--- src/serdes_link_pkg.sv ---
`default_nettype none

package serdes_link_pkg;

  //////////////////////////////////////////////////////////////////////
  // lane map of the serial bus
  //////////////////////////////////////////////////////////////////////

  localparam int num_data_lanes = 8;  // tdata lanes, lane d carries tdata[d*ratio +: ratio]
  localparam int num_lanes      = 12; // 8 data + 4 control

  localparam int lane_strb    = 8;
  localparam int lane_keep    = 9;
  localparam int lane_id_user = 10;
  localparam int lane_flow    = 11;

  // bit positions inside the flow lane word
  localparam int flow_tready = 0; // sender's own sink ready, goes back to the remote transmitter
  localparam int flow_tvalid = 1;
  localparam int flow_tlast  = 2;

  // id/user lane word, higher bits are sent as zero
  localparam int idu_tuser_lsb = 0;
  localparam int idu_tid_lsb   = 2;

endpackage

`default_nettype wire

--- src/serdes_reg_pkg.sv ---
`default_nettype none

package serdes_reg_pkg;

  // word offsets, taken from address bits 11:2
  typedef enum logic [9:0] {
    reg_ctrl = 10'h000
  } reg_offset_e;

  // fields of reg_ctrl
  localparam int ctrl_rxen_bit = 0;
  localparam int ctrl_txen_bit = 1;

  // transmitter release sequence
  typedef enum logic [1:0] {
    link_idle,  // transmitter off
    link_armed, // enable seen, waiting for a beat boundary
    link_run    // transmitting every beat period
  } link_state_e;

endpackage

`default_nettype wire

--- src/io_serdes.sv ---
`default_nettype none

module io_serdes #(
  parameter int data_width = 32
) (
  input  logic                                  ioclk,
  input  logic                                  axis_rst_n,
  // register port
  input  logic                                  cc_is_enable,
  input  logic                                  axi_awvalid,
  input  logic [14:0]                           axi_awaddr,
  output logic                                  axi_awready,
  input  logic                                  axi_wvalid,
  input  logic [data_width-1:0]                 axi_wdata,
  input  logic [data_width/8-1:0]               axi_wstrb,
  output logic                                  axi_wready,
  input  logic                                  axi_arvalid,
  input  logic [14:0]                           axi_araddr,
  output logic                                  axi_arready,
  output logic                                  axi_rvalid,
  output logic [data_width-1:0]                 axi_rdata,
  input  logic                                  axi_rready,
  // transmit stream
  input  logic [data_width-1:0]                 as_is_tdata,
  input  logic [data_width/8-1:0]               as_is_tstrb,
  input  logic [data_width/8-1:0]               as_is_tkeep,
  input  logic [1:0]                            as_is_tid,
  input  logic [1:0]                            as_is_tuser,
  input  logic                                  as_is_tlast,
  input  logic                                  as_is_tvalid,
  input  logic                                  as_is_tready,
  // serial link
  output logic [serdes_link_pkg::num_lanes-1:0] serial_txd,
  input  logic [serdes_link_pkg::num_lanes-1:0] serial_rxd,
  // receive stream
  output logic [data_width-1:0]                 is_as_tdata,
  output logic [data_width/8-1:0]               is_as_tstrb,
  output logic [data_width/8-1:0]               is_as_tkeep,
  output logic [1:0]                            is_as_tid,
  output logic [1:0]                            is_as_tuser,
  output logic                                  is_as_tlast,
  output logic                                  is_as_tvalid,
  output logic                                  is_as_tready
);
  import serdes_link_pkg::*;

  localparam int clk_ratio = data_width / 8;

  logic                           rxen_ctl;
  logic                           txen_ctl;
  logic [$clog2(clk_ratio)-1:0]   phase;
  logic                           beat_end;
  logic                           txen;
  logic                           rxen;
  logic                           rx_received;
  logic [num_lanes*clk_ratio-1:0] lane_words;
  logic [num_lanes-1:0]           lane_valid;

  serdes_ctrl_regs #(.data_width(data_width)) u_ctrl_regs (
    .ioclk, .axis_rst_n, .cc_is_enable,
    .axi_awvalid, .axi_awaddr, .axi_awready,
    .axi_wvalid, .axi_wdata, .axi_wstrb, .axi_wready,
    .axi_arvalid, .axi_araddr, .axi_arready,
    .axi_rvalid, .axi_rdata, .axi_rready,
    .rxen_ctl, .txen_ctl
  );

  serdes_beat_phase #(.data_width(data_width)) u_beat_phase (
    .ioclk, .axis_rst_n, .rxen_ctl, .txen_ctl, .rx_received,
    .phase, .beat_end, .txen, .rxen
  );

  serdes_tx_serializer #(.data_width(data_width)) u_tx_serializer (
    .ioclk, .axis_rst_n, .phase, .beat_end, .txen, .is_as_tready,
    .as_is_tdata, .as_is_tstrb, .as_is_tkeep, .as_is_tid, .as_is_tuser,
    .as_is_tlast, .as_is_tvalid, .as_is_tready,
    .serial_txd
  );

  // one deserializer per lane
  for (genvar l = 0; l < num_lanes; l++) begin : g_lane
    serdes_rx_lane #(.data_width(data_width)) u_rx_lane (
      .ioclk, .axis_rst_n, .rxen, .phase,
      .serial_bit (serial_rxd[l]),
      .lane_word  (lane_words[l*clk_ratio +: clk_ratio]),
      .word_valid (lane_valid[l])
    );
  end

  serdes_rx_beat_assemble #(.data_width(data_width)) u_rx_assemble (
    .ioclk, .axis_rst_n, .txen, .lane_words,
    .word_valid (lane_valid[0]),
    .is_as_tdata, .is_as_tstrb, .is_as_tkeep, .is_as_tid, .is_as_tuser,
    .is_as_tlast, .is_as_tvalid, .is_as_tready, .rx_received
  );

endmodule

`default_nettype wire

--- src/serdes_beat_phase.sv ---
`default_nettype none

module serdes_beat_phase #(
  parameter int data_width = 32
) (
  input  logic                            ioclk,
  input  logic                            axis_rst_n,
  input  logic                            rxen_ctl,
  input  logic                            txen_ctl,
  input  logic                            rx_received,
  output logic [$clog2(data_width/8)-1:0] phase,
  output logic                            beat_end,
  output logic                            txen,
  output logic                            rxen
);
  import serdes_reg_pkg::*;

  localparam int clk_ratio = data_width / 8;
  localparam int phase_w   = $clog2(clk_ratio);

  link_state_e state;
  link_state_e state_nxt;

  //////////////////////////////////////////////////////////////////////
  // beat phase, one beat = clk_ratio ioclk cycles
  //////////////////////////////////////////////////////////////////////

  assign beat_end = (phase == phase_w'(clk_ratio - 1));

  always_ff @(posedge ioclk or negedge axis_rst_n) begin
    if (!axis_rst_n) begin
      phase <= '0;
    end else if (beat_end) begin
      phase <= '0;
    end else begin
      phase <= phase + 1'b1;
    end
  end

  // receiver enable, sticky
  always_ff @(posedge ioclk or negedge axis_rst_n) begin
    if (!axis_rst_n) begin
      rxen <= 1'b0;
    end else if (rxen_ctl) begin
      rxen <= 1'b1;
    end
  end

  //////////////////////////////////////////////////////////////////////
  // transmitter release
  //////////////////////////////////////////////////////////////////////

  // remote traffic also arms the transmitter, so the remote side gets our ready
  always_comb begin
    state_nxt = state;
    case (state)
      link_idle:  if (txen_ctl || rx_received) state_nxt = link_armed;
      link_armed: if (beat_end) state_nxt = link_run;   // start on a beat boundary
      default:    state_nxt = link_run;
    endcase
  end

  always_ff @(posedge ioclk or negedge axis_rst_n) begin
    if (!axis_rst_n) begin
      state <= link_idle;
    end else begin
      state <= state_nxt;
    end
  end

  assign txen = (state == link_run);

  a_txen_sticky: assert property (@(posedge ioclk) disable iff (!axis_rst_n)
    txen |=> txen)
    else $error("txen dropped after the link started");

endmodule

`default_nettype wire

--- src/serdes_ctrl_regs.sv ---
`default_nettype none

module serdes_ctrl_regs #(
  parameter int data_width = 32
) (
  input  logic                    ioclk,
  input  logic                    axis_rst_n,
  input  logic                    cc_is_enable,
  input  logic                    axi_awvalid,
  input  logic [14:0]             axi_awaddr,
  output logic                    axi_awready,
  input  logic                    axi_wvalid,
  input  logic [data_width-1:0]   axi_wdata,
  input  logic [data_width/8-1:0] axi_wstrb,
  output logic                    axi_wready,
  input  logic                    axi_arvalid,  // read channel always accepted
  input  logic [14:0]             axi_araddr,   // only one register, not decoded
  output logic                    axi_arready,
  output logic                    axi_rvalid,
  output logic [data_width-1:0]   axi_rdata,
  input  logic                    axi_rready,
  output logic                    rxen_ctl,
  output logic                    txen_ctl
);
  import serdes_reg_pkg::*;

  logic wr_fire;

  // address and data must meet in the same cycle, nothing is buffered
  assign wr_fire     = axi_awvalid & axi_wvalid & cc_is_enable;
  assign axi_awready = wr_fire;
  assign axi_wready  = wr_fire;

  always_ff @(posedge ioclk or negedge axis_rst_n) begin
    if (!axis_rst_n) begin
      rxen_ctl <= 1'b0;
      txen_ctl <= 1'b0;
    end else if (wr_fire && axi_awaddr[11:2] == reg_ctrl && axi_wstrb[0]) begin
      rxen_ctl <= axi_wdata[ctrl_rxen_bit];
      txen_ctl <= axi_wdata[ctrl_txen_bit];
    end
  end

  // read side is always ready and always valid
  assign axi_arready = 1'b1;
  assign axi_rvalid  = 1'b1;

  always_comb begin
    axi_rdata                = '0;
    axi_rdata[ctrl_rxen_bit] = rxen_ctl;
    axi_rdata[ctrl_txen_bit] = txen_ctl;
  end

  a_aw_w_ready_pair: assert property (@(posedge ioclk) disable iff (!axis_rst_n)
    axi_awready == axi_wready)
    else $error("write address and write data ready split");

endmodule

`default_nettype wire

--- src/serdes_rx_beat_assemble.sv ---
`default_nettype none

module serdes_rx_beat_assemble #(
  parameter int data_width = 32
) (
  input  logic                                               ioclk,
  input  logic                                               axis_rst_n,
  input  logic                                               txen,
  input  logic [serdes_link_pkg::num_lanes*(data_width/8)-1:0] lane_words,
  input  logic                                               word_valid,  // lane 0, all lanes agree
  output logic [data_width-1:0]                              is_as_tdata,
  output logic [data_width/8-1:0]                            is_as_tstrb,
  output logic [data_width/8-1:0]                            is_as_tkeep,
  output logic [1:0]                                         is_as_tid,
  output logic [1:0]                                         is_as_tuser,
  output logic                                               is_as_tlast,
  output logic                                               is_as_tvalid,
  output logic                                               is_as_tready,
  output logic                                               rx_received
);
  import serdes_link_pkg::*;

  localparam int clk_ratio = data_width / 8;

  logic [clk_ratio-1:0] flow_word;
  logic [clk_ratio-1:0] idu_word;
  logic                 remote_tready;

  assign flow_word = lane_words[lane_flow*clk_ratio +: clk_ratio];
  assign idu_word  = lane_words[lane_id_user*clk_ratio +: clk_ratio];

  //////////////////////////////////////////////////////////////////////
  // payload fields, held until the next word
  //////////////////////////////////////////////////////////////////////

  always_ff @(posedge ioclk) begin
    if (word_valid) begin
      for (int d = 0; d < num_data_lanes; d++) begin
        is_as_tdata[d*clk_ratio +: clk_ratio] <= lane_words[d*clk_ratio +: clk_ratio];
      end
      is_as_tstrb <= lane_words[lane_strb*clk_ratio +: clk_ratio];
      is_as_tkeep <= lane_words[lane_keep*clk_ratio +: clk_ratio];
      is_as_tuser <= idu_word[idu_tuser_lsb +: 2];
      is_as_tid   <= idu_word[idu_tid_lsb +: 2];
      is_as_tlast <= flow_word[flow_tlast];
    end
  end

  // tvalid is a single-cycle pulse per received beat
  always_ff @(posedge ioclk or negedge axis_rst_n) begin
    if (!axis_rst_n) begin
      is_as_tvalid  <= 1'b0;
      remote_tready <= 1'b0;
      rx_received   <= 1'b0;
    end else begin
      is_as_tvalid <= word_valid & flow_word[flow_tvalid];
      if (word_valid) begin
        remote_tready <= flow_word[flow_tready];
        if (flow_word[flow_tvalid] || flow_word[flow_tready]) begin
          rx_received <= 1'b1;  // remote side is alive
        end
      end
    end
  end

  // ready on our own until the remote side speaks, then follow it
  assign is_as_tready = txen & (~rx_received | remote_tready);

endmodule

`default_nettype wire

--- src/serdes_rx_lane.sv ---
`default_nettype none

module serdes_rx_lane #(
  parameter int data_width = 32
) (
  input  logic                            ioclk,
  input  logic                            axis_rst_n,
  input  logic                            rxen,
  input  logic [$clog2(data_width/8)-1:0] phase,
  input  logic                            serial_bit,
  output logic [data_width/8-1:0]         lane_word,
  output logic                            word_valid
);
  localparam int clk_ratio = data_width / 8;
  localparam int phase_w   = $clog2(clk_ratio);

  logic [phase_w-1:0] slot;

  // link adds one cycle, so the bit seen in phase p+1 belongs at p
  // ratio is a power of two, the subtraction wraps by itself
  assign slot = phase - 1'b1;

  always_ff @(posedge ioclk or negedge axis_rst_n) begin
    if (!axis_rst_n) begin
      lane_word <= '0;
    end else if (rxen) begin
      lane_word[slot] <= serial_bit;
    end
  end

  // last bit lands in phase 0, word is complete one cycle later
  always_ff @(posedge ioclk or negedge axis_rst_n) begin
    if (!axis_rst_n) begin
      word_valid <= 1'b0;
    end else begin
      word_valid <= rxen && (phase == '0);
    end
  end

  a_valid_needs_rxen: assert property (@(posedge ioclk) disable iff (!axis_rst_n)
    word_valid |-> rxen)
    else $error("lane word completed with receiver disabled");

endmodule

`default_nettype wire

--- src/serdes_tx_serializer.sv ---
`default_nettype none

module serdes_tx_serializer #(
  parameter int data_width = 32
) (
  input  logic                                ioclk,
  input  logic                                axis_rst_n,
  input  logic [$clog2(data_width/8)-1:0]     phase,
  input  logic                                beat_end,
  input  logic                                txen,
  input  logic                                is_as_tready,  // local ready offered upstream
  input  logic [data_width-1:0]               as_is_tdata,
  input  logic [data_width/8-1:0]             as_is_tstrb,
  input  logic [data_width/8-1:0]             as_is_tkeep,
  input  logic [1:0]                          as_is_tid,
  input  logic [1:0]                          as_is_tuser,
  input  logic                                as_is_tlast,
  input  logic                                as_is_tvalid,
  input  logic                                as_is_tready,  // local sink ready, sent to remote
  output logic [serdes_link_pkg::num_lanes-1:0] serial_txd
);
  import serdes_link_pkg::*;
  import serdes_reg_pkg::*;

  localparam int clk_ratio = data_width / 8;
  localparam link_state_e tx_live = link_run;

  logic [clk_ratio-1:0] lane_in [num_lanes];
  logic [clk_ratio-1:0] beat_q  [num_lanes];

  // spread the stream beat over the lane words
  always_comb begin
    for (int d = 0; d < num_data_lanes; d++) begin
      lane_in[d] = as_is_tdata[d*clk_ratio +: clk_ratio];
    end
    lane_in[lane_strb] = as_is_tstrb;
    lane_in[lane_keep] = as_is_tkeep;

    lane_in[lane_id_user]                        = '0;
    lane_in[lane_id_user][idu_tuser_lsb +: 2]    = as_is_tuser;
    lane_in[lane_id_user][idu_tid_lsb +: 2]      = as_is_tid;

    lane_in[lane_flow]              = '0;
    lane_in[lane_flow][flow_tready] = as_is_tready;
    lane_in[lane_flow][flow_tvalid] = as_is_tvalid & is_as_tready;  // only beats we accepted
    lane_in[lane_flow][flow_tlast]  = as_is_tlast;
  end

  // capture once per beat, at the boundary
  always_ff @(posedge ioclk or negedge axis_rst_n) begin
    if (!axis_rst_n) begin
      for (int l = 0; l < num_lanes; l++) begin
        beat_q[l] <= '0;
      end
    end else if (beat_end && txen) begin
      for (int l = 0; l < num_lanes; l++) begin
        beat_q[l] <= lane_in[l];
      end
    end
  end

  //////////////////////////////////////////////////////////////////////
  // serial out, bit k of each word during phase k, one register stage
  //////////////////////////////////////////////////////////////////////

  always_ff @(posedge ioclk or negedge axis_rst_n) begin
    if (!axis_rst_n) begin
      serial_txd <= '0;
    end else begin
      for (int l = 0; l < num_lanes; l++) begin
        serial_txd[l] <= txen & beat_q[l][phase];
      end
    end
  end

  a_txd_quiet: assert property (@(posedge ioclk) disable iff (!axis_rst_n)
    !txen |-> serial_txd == '0)
    else $error("serial_txd active before link reached %s", tx_live.name());

endmodule

`default_nettype wire

--- config.mk ---
export PLATFORM = sky130hd
export DESIGN_NAME = io_serdes
export DESIGN_NICKNAME = d
export VERILOG_FILES = /design/src/serdes_link_pkg.sv /design/src/serdes_reg_pkg.sv /design/src/io_serdes.sv /design/src/serdes_beat_phase.sv /design/src/serdes_ctrl_regs.sv /design/src/serdes_rx_beat_assemble.sv /design/src/serdes_rx_lane.sv /design/src/serdes_tx_serializer.sv
export SDC_FILE = /design/constraint.sdc
export NUM_CORES = 1
export LEC_CHECK = 0
export BUFFER_PORTS_ARGS = -buffer_cell sky130_fd_sc_hd__buf_2
export CORE_UTILIZATION = 40
export DETAILED_ROUTE_END_ITERATION = 10
export PLACE_DENSITY = 0.67
export SKIP_LAST_GASP = 1
export SLEW_MARGIN = 20
export SYNTH_ARGS = -nofsm -noshare
export SYNTH_HDL_FRONTEND = slang
export SYNTH_SLANG_ARGS = --single-unit
export TNS_END_PERCENT = 50
--- constraint.sdc ---
create_clock -name ioclk -period 4.83 [get_ports ioclk]
set_input_delay 0.483 -clock ioclk [delete_from_list [all_inputs] [get_ports ioclk]]
set_output_delay 0.483 -clock ioclk [all_outputs]
set_load 0.01 [all_outputs]
After elaboration in Yosys (flattened, before gate mapping)
Cells that the tools add are included.

Mux-type cells: 42. $lt $le $gt $ge: 3. Equal/unequal tests: 5. Bitwise gates (word level): 19. $add $sub $neg: 2. Reductions and logical operators: 12.

Operator list (number): bitwise mux 4 bit (12); binary-select mux 1 bit (select 2 bit) (12); bitwise AND 1 bit (17); two-way mux 1 bit (13); zero test 10 bit (1); < comparator 2 x 3 -> 1 bit, second input constant (2); two-way mux 2 bit (3); logical AND 1 bit (5); equality test 2 bit, second input constant (2); zero test 2 bit (2); inequality test 2 x 1 -> 1 bit, second input constant (2); one-hot mux 2 bit (2 select lines) (1); AND reduction 2 bit (2); adder 2 x 1 -> 2 bit, second input constant (1); demux 1 bit (select 2 bit) (1); equality test 2 x 1 -> 1 bit, second input constant (1); >= comparator 2 x 1 -> 1 bit, second input constant (1); logical OR 1 bit (2); subtractor 2 x 1 -> 2 bit, second input constant (1); NOT 1 bit (1); OR 1 bit (1).

Word-level logic and storage cells: 123. Bits in registers: 163. Bits of input ports: 132.

Longest topological paths before layout
Word-level depth: 6. Depth in mapped cells: 7. Mapped depth without buffers: 4.

By module
Synthesis repeated with hierarchy kept, for this count alone.

Cell total of the unflattened synthesis: 427. Area total of the unflattened synthesis: 7006.7 sq um.

Modules (own cells, without submodules): serdes_rx_lane (area each 209.0 sq um, cells each 13, sequential area each 125.1 sq um, instances 12); serdes_tx_serializer (area each 2477.4 sq um, cells each 158, sequential area each 1476.4 sq um, instances 1); serdes_rx_beat_assemble (area each 1463.9 sq um, cells each 55, sequential area each 1426.4 sq um, instances 1); serdes_ctrl_regs (area each 387.9 sq um, cells each 46, sequential area each 50.0 sq um, instances 1); serdes_beat_phase (area each 170.2 sq um, cells each 12, sequential area each 125.1 sq um, instances 1).

Worst setup path after synthesis
OpenSTA, ideal clock, no wires.

Path type: register to register. Start: reg u_beat_phase.phase[1]. End: reg g_lane[0].u_rx_lane.lane_word[0]. Clock period less this slack: 1.674 ns. Cell stages (with the launch flop): 7. Path buffers: 2. Setup slack: 3.156 ns. Arrival time: 1.549 ns. Library setup time: 0.125 ns. Cell sequence: dfrtp_1 > buf_2 > inv_1 > ha_1 > nand2_1 > buf_2 > mux2_2.

Word-level cells in the longest chain between the ends: 6. Elaborated cells on any way between the ends: 7. Those cells by class: 1 x add/sub; 2 x order compare; 3 x mux; 1 x reduce/logical.

RTL lines: from (decl) (line serdes_beat_phase.sv:11) `output logic [$clog2(data_width/8)-1:0] phase,`; from (signal assigned) (line serdes_beat_phase.sv:36) `phase <= phase + 1'b1;`; subtractor 2 x 1 -> 2 bit (*) (line serdes_rx_lane.sv:21) `assign slot = phase - 1'b1;`; < comparator 2 x 3 -> 1 bit (not written as such) / >= comparator 2 x 1 -> 1 bit (equally long branches) (line serdes_rx_lane.sv:27) `lane_word[slot] <= serial_bit;`; logical AND 1 bit (not written as such) (line serdes_rx_lane.sv:27); two-way mux 1 bit (not written as such) (line serdes_rx_lane.sv:27); demux 1 bit (select 2 bit) (*); bitwise mux 4 bit (*) (line serdes_rx_lane.sv:27); to (signal, indexed assignment) (line serdes_rx_lane.sv:27); to (decl) (line serdes_rx_lane.sv:11) `output logic [data_width/8-1:0] lane_word,`.

Every way passes the cells marked *; elsewhere a longest branch is shown, timed or not. A chain may end at the register's enable or synchronous reset.

Final worst setup path
Start: reg u_beat_phase.phase[0]. End: reg g_lane[10].u_rx_lane.lane_word[1].

Word-level cells in the longest chain between the ends: 6. Elaborated cells on any way between the ends: 7. Those cells by class: 1 x add/sub; 2 x order compare; 3 x mux; 1 x reduce/logical.

RTL lines (line): subtractor 2 x 1 -> 2 bit (*) (serdes_rx_lane.sv:21); < comparator 2 x 3 -> 1 bit (not written as such) / >= comparator 2 x 1 -> 1 bit (equally long branches) (serdes_rx_lane.sv:27); logical AND 1 bit (not written as such) (serdes_rx_lane.sv:27); two-way mux 1 bit (not written as such) (serdes_rx_lane.sv:27); demux 1 bit (select 2 bit) (*); bitwise mux 4 bit (*) (serdes_rx_lane.sv:27); to (signal, indexed assignment) (serdes_rx_lane.sv:27); to (decl) (serdes_rx_lane.sv:11).

Marked as above.

==> impl_results.md <==
* Status: finished clean
* Yosys reg bits at about 160
* Latest clock arrival within the worst-skew pair at between 400 and 500 ps
* Vias in the first global route at roughly 3500
* Cell area after synthesis at roughly 6300 um^2
* Rel. slew slack at 0.327
* Reg clk slew, reported paths at around 60 ps
* Max-Cap Viols at 0
* CTS tree: done
* Grt ovf at 0
* Post-synth EDFFs at 45
* Drt first pass iters at 4
* Fmax at 410 MHz
* Worst setup SP type: register
* Peak supply drop at 0.342 mV
* Routed WL at around 11 mm
* 1st-iter DRT viols at 84
* Worst hold slack at approximately 150 ps
* Setup TNS Final at 0 ps
* Clock sinks at approximately 160
* Crit end category: register
* Core area at around 15000 um^2
* HP Class: in -> async
* CTS Hold Bufs at 0
* Yosys warnings at 0
* Leakage at 3.39 nW
* First-pass GRT wire length at ~18 mm
* RSZ-0062 raised after global routing: no
* # port buffers at around 140
* Initial antenna violation count at 0
* Reg2reg setup slack at between 2000 and 2500 ps
* H-tree level count at 4
* Final setup viols at 0
* Sequential share of the synthesized area at 0.681
* Skew final at around 7.4 ps
* Die area at about 16000 um^2
* Worst Path Arrival at approximately 2700 ps
* Die height at 127 um
* Final HPWL DP at 7.45 mm
* Final nets at 647
* Slew Limit Fails at 0
* I/O pins at between 200 and 250
* Clock Tree Root: clkbuf_16
* RD Place Congestion at 0.702
* Critical path class: reg -> reg
* Clk buf depth at 2
* Asr flop ratio synth at 0.722
* WL/cell at 15.0 um
* Commonest non-fill, non-tap cells in the layout: buf_2 (138), dfrtp_1 (116), mux2_2 (96)
* DR vias/cell at 4.56
* Avg Inst Size Synth at 17.1 um^2
* Max incr delay on CP at between 900 and 1000 ps
* Post-route ant nets at 0
* Antenna Cells at 0
* Num CTS Buffers at 17
* Max FO, Critical Path at 17
* Fin crit share at 0.505
* Syn-to-layout area delta at 20.8%
* Mapped Cells at about 370
* DRC at 0
* CTS-repair resized insts at 0
* Slowest stage cell, crit path: dfrtp_1
* Tmin final at approximately 2400 ps
* Largest net degree at the start of global routing at 67
* Cell Chain, Critical Path: inv_1, ha_1, nand2_1, mux2_2
* Power density cells at about 500 nW/um^2
* Post-CTS Setup Inserts at 0
* GRT Total Usage at 0.149
* Primary FF master, synth: dfrtp_1
* Rows at 45
* Netlist cell types at 29
* Critical path data required time at 5140 ps
* Final Hold Fails at 0
* Vias after detailed routing at around 3400
* Layout cells sized above 1 at 0.524
* Initial Util at 0.412
* Worst Tran Pin Value at around 1000 ps
* Commonest non-fill, non-tap cell in the layout: buf_2
* Die W at around 130 um
-- Yosys cell counts (3+ instances only) --
cell,instances,area share
o21ai_0,4,0.0032
buf_4,36,0.043
nor2b_1,11,0.011
buf_6,3,0.0054
mux2_2,96,0.17
dfrtp_1,117,0.47
inv_1,5,0.0030
mux4_1,4,0.017
ha_1,5,0.010
buf_2,7,0.0056
mux4_2,7,0.025
edfxtp_1,45,0.21
nand2_1,8,0.0048
-- flip-flops by register name, summed over array words and instances (netlist names), 2 cells and up --
| name | count |
|---|---|
| g_lane.u_rx_lane.lane_word | 47 |
| u_beat_phase.phase | 2 |
| u_beat_phase.state | 2 |
| u_rx_assemble.is_as_tdata | 32 |
| u_rx_assemble.is_as_tid | 2 |
| u_rx_assemble.is_as_tkeep | 4 |
| u_rx_assemble.is_as_tstrb | 4 |
| u_rx_assemble.is_as_tuser | 2 |
| u_tx_serializer.beat_q | 47 |
| u_tx_serializer.serial_txd | 12 |
-- routing by layer --
metal	vias up	GRT usage	share of wire
met5	-	0	0
met4	0	0.0609	0.016
met3	13	0.0670	0.077
met2	120	0.237	0.49
met1	1688	0.176	0.42
li1	1529	-	-
-- critical path: cells and delay by family (launching register included) --
family | cells | cell delay, ps
buffers and inverters | 1 | 190
muxes | 1 | 410
adders and majority gates | 1 | 250
DFF | 1 | 940
and+or+nand+nor | 1 | 510
-- path summary, 6_finish.rpt --
check                                                  from                                end  depth (start not counted)
max                                   u_beat_phase.phase[0]  g_lane[10].u_rx_lane.lane_word[1]                          4
min                                              axis_rst_n         u_tx_serializer.beat_q[37]                          1
max reg2reg                           u_beat_phase.phase[0]  g_lane[10].u_rx_lane.lane_word[1]                          4
min reg2reg                g_lane[3].u_rx_lane.lane_word[1]      u_rx_assemble.is_as_tdata[13]                          0
max in group asynchronous                        axis_rst_n     g_lane[0].u_rx_lane.word_valid                          2
min in group ioclk                          as_is_tdata[26]         u_tx_serializer.beat_q[22]                          2
-- per-stage QoR --
step	utilization	power, mW	std cells	worst slack [ps]	cell area [um^2]
finish	0.498	3.75	734	2390	7590
CTS	0.498	3.80	734	2280	7590
global route	0.498	3.95	734	2180	7590
global placement	0.460	2.43	702	2320	7020
detailed placement	0.460	2.48	702	2300	7020
floorplan	-	2.28	398	3160	6400
-- layout make-up --
cell class	count	area (um^2)
Fill cell	1294	7660
Sequential cell	162	4280
Multi-Input combinational cell	183	1740
Timing Repair Buffer	141	713
Clock buffer	22	454
Tap cell	211	264
Clock inverter	10	125
Inverter	5	18.8
-- power by group --
group | total, mW | internal (mW) | switching (mW)
sequential | 1.89 | 1.74 | 0.150
clock | 1.31 | 0.780 | 0.532
combinational | 0.548 | 0.344 | 0.203
-- cell families (layout without fill, tap and decap cells) --
group	Yosys count	after routing	synth area share
and+or+nand+nor	32	32	0.0279
buffers and inverters	53	178	0.0607
AOI/OAI and AO/OA	7	7	0.00597
muxes	107	107	0.214
other	2	32	0.00119
adders and majority gates	5	5	0.00995
DFF	162	162	0.681
Note: power is estimated with default switching activity, not from simulation.
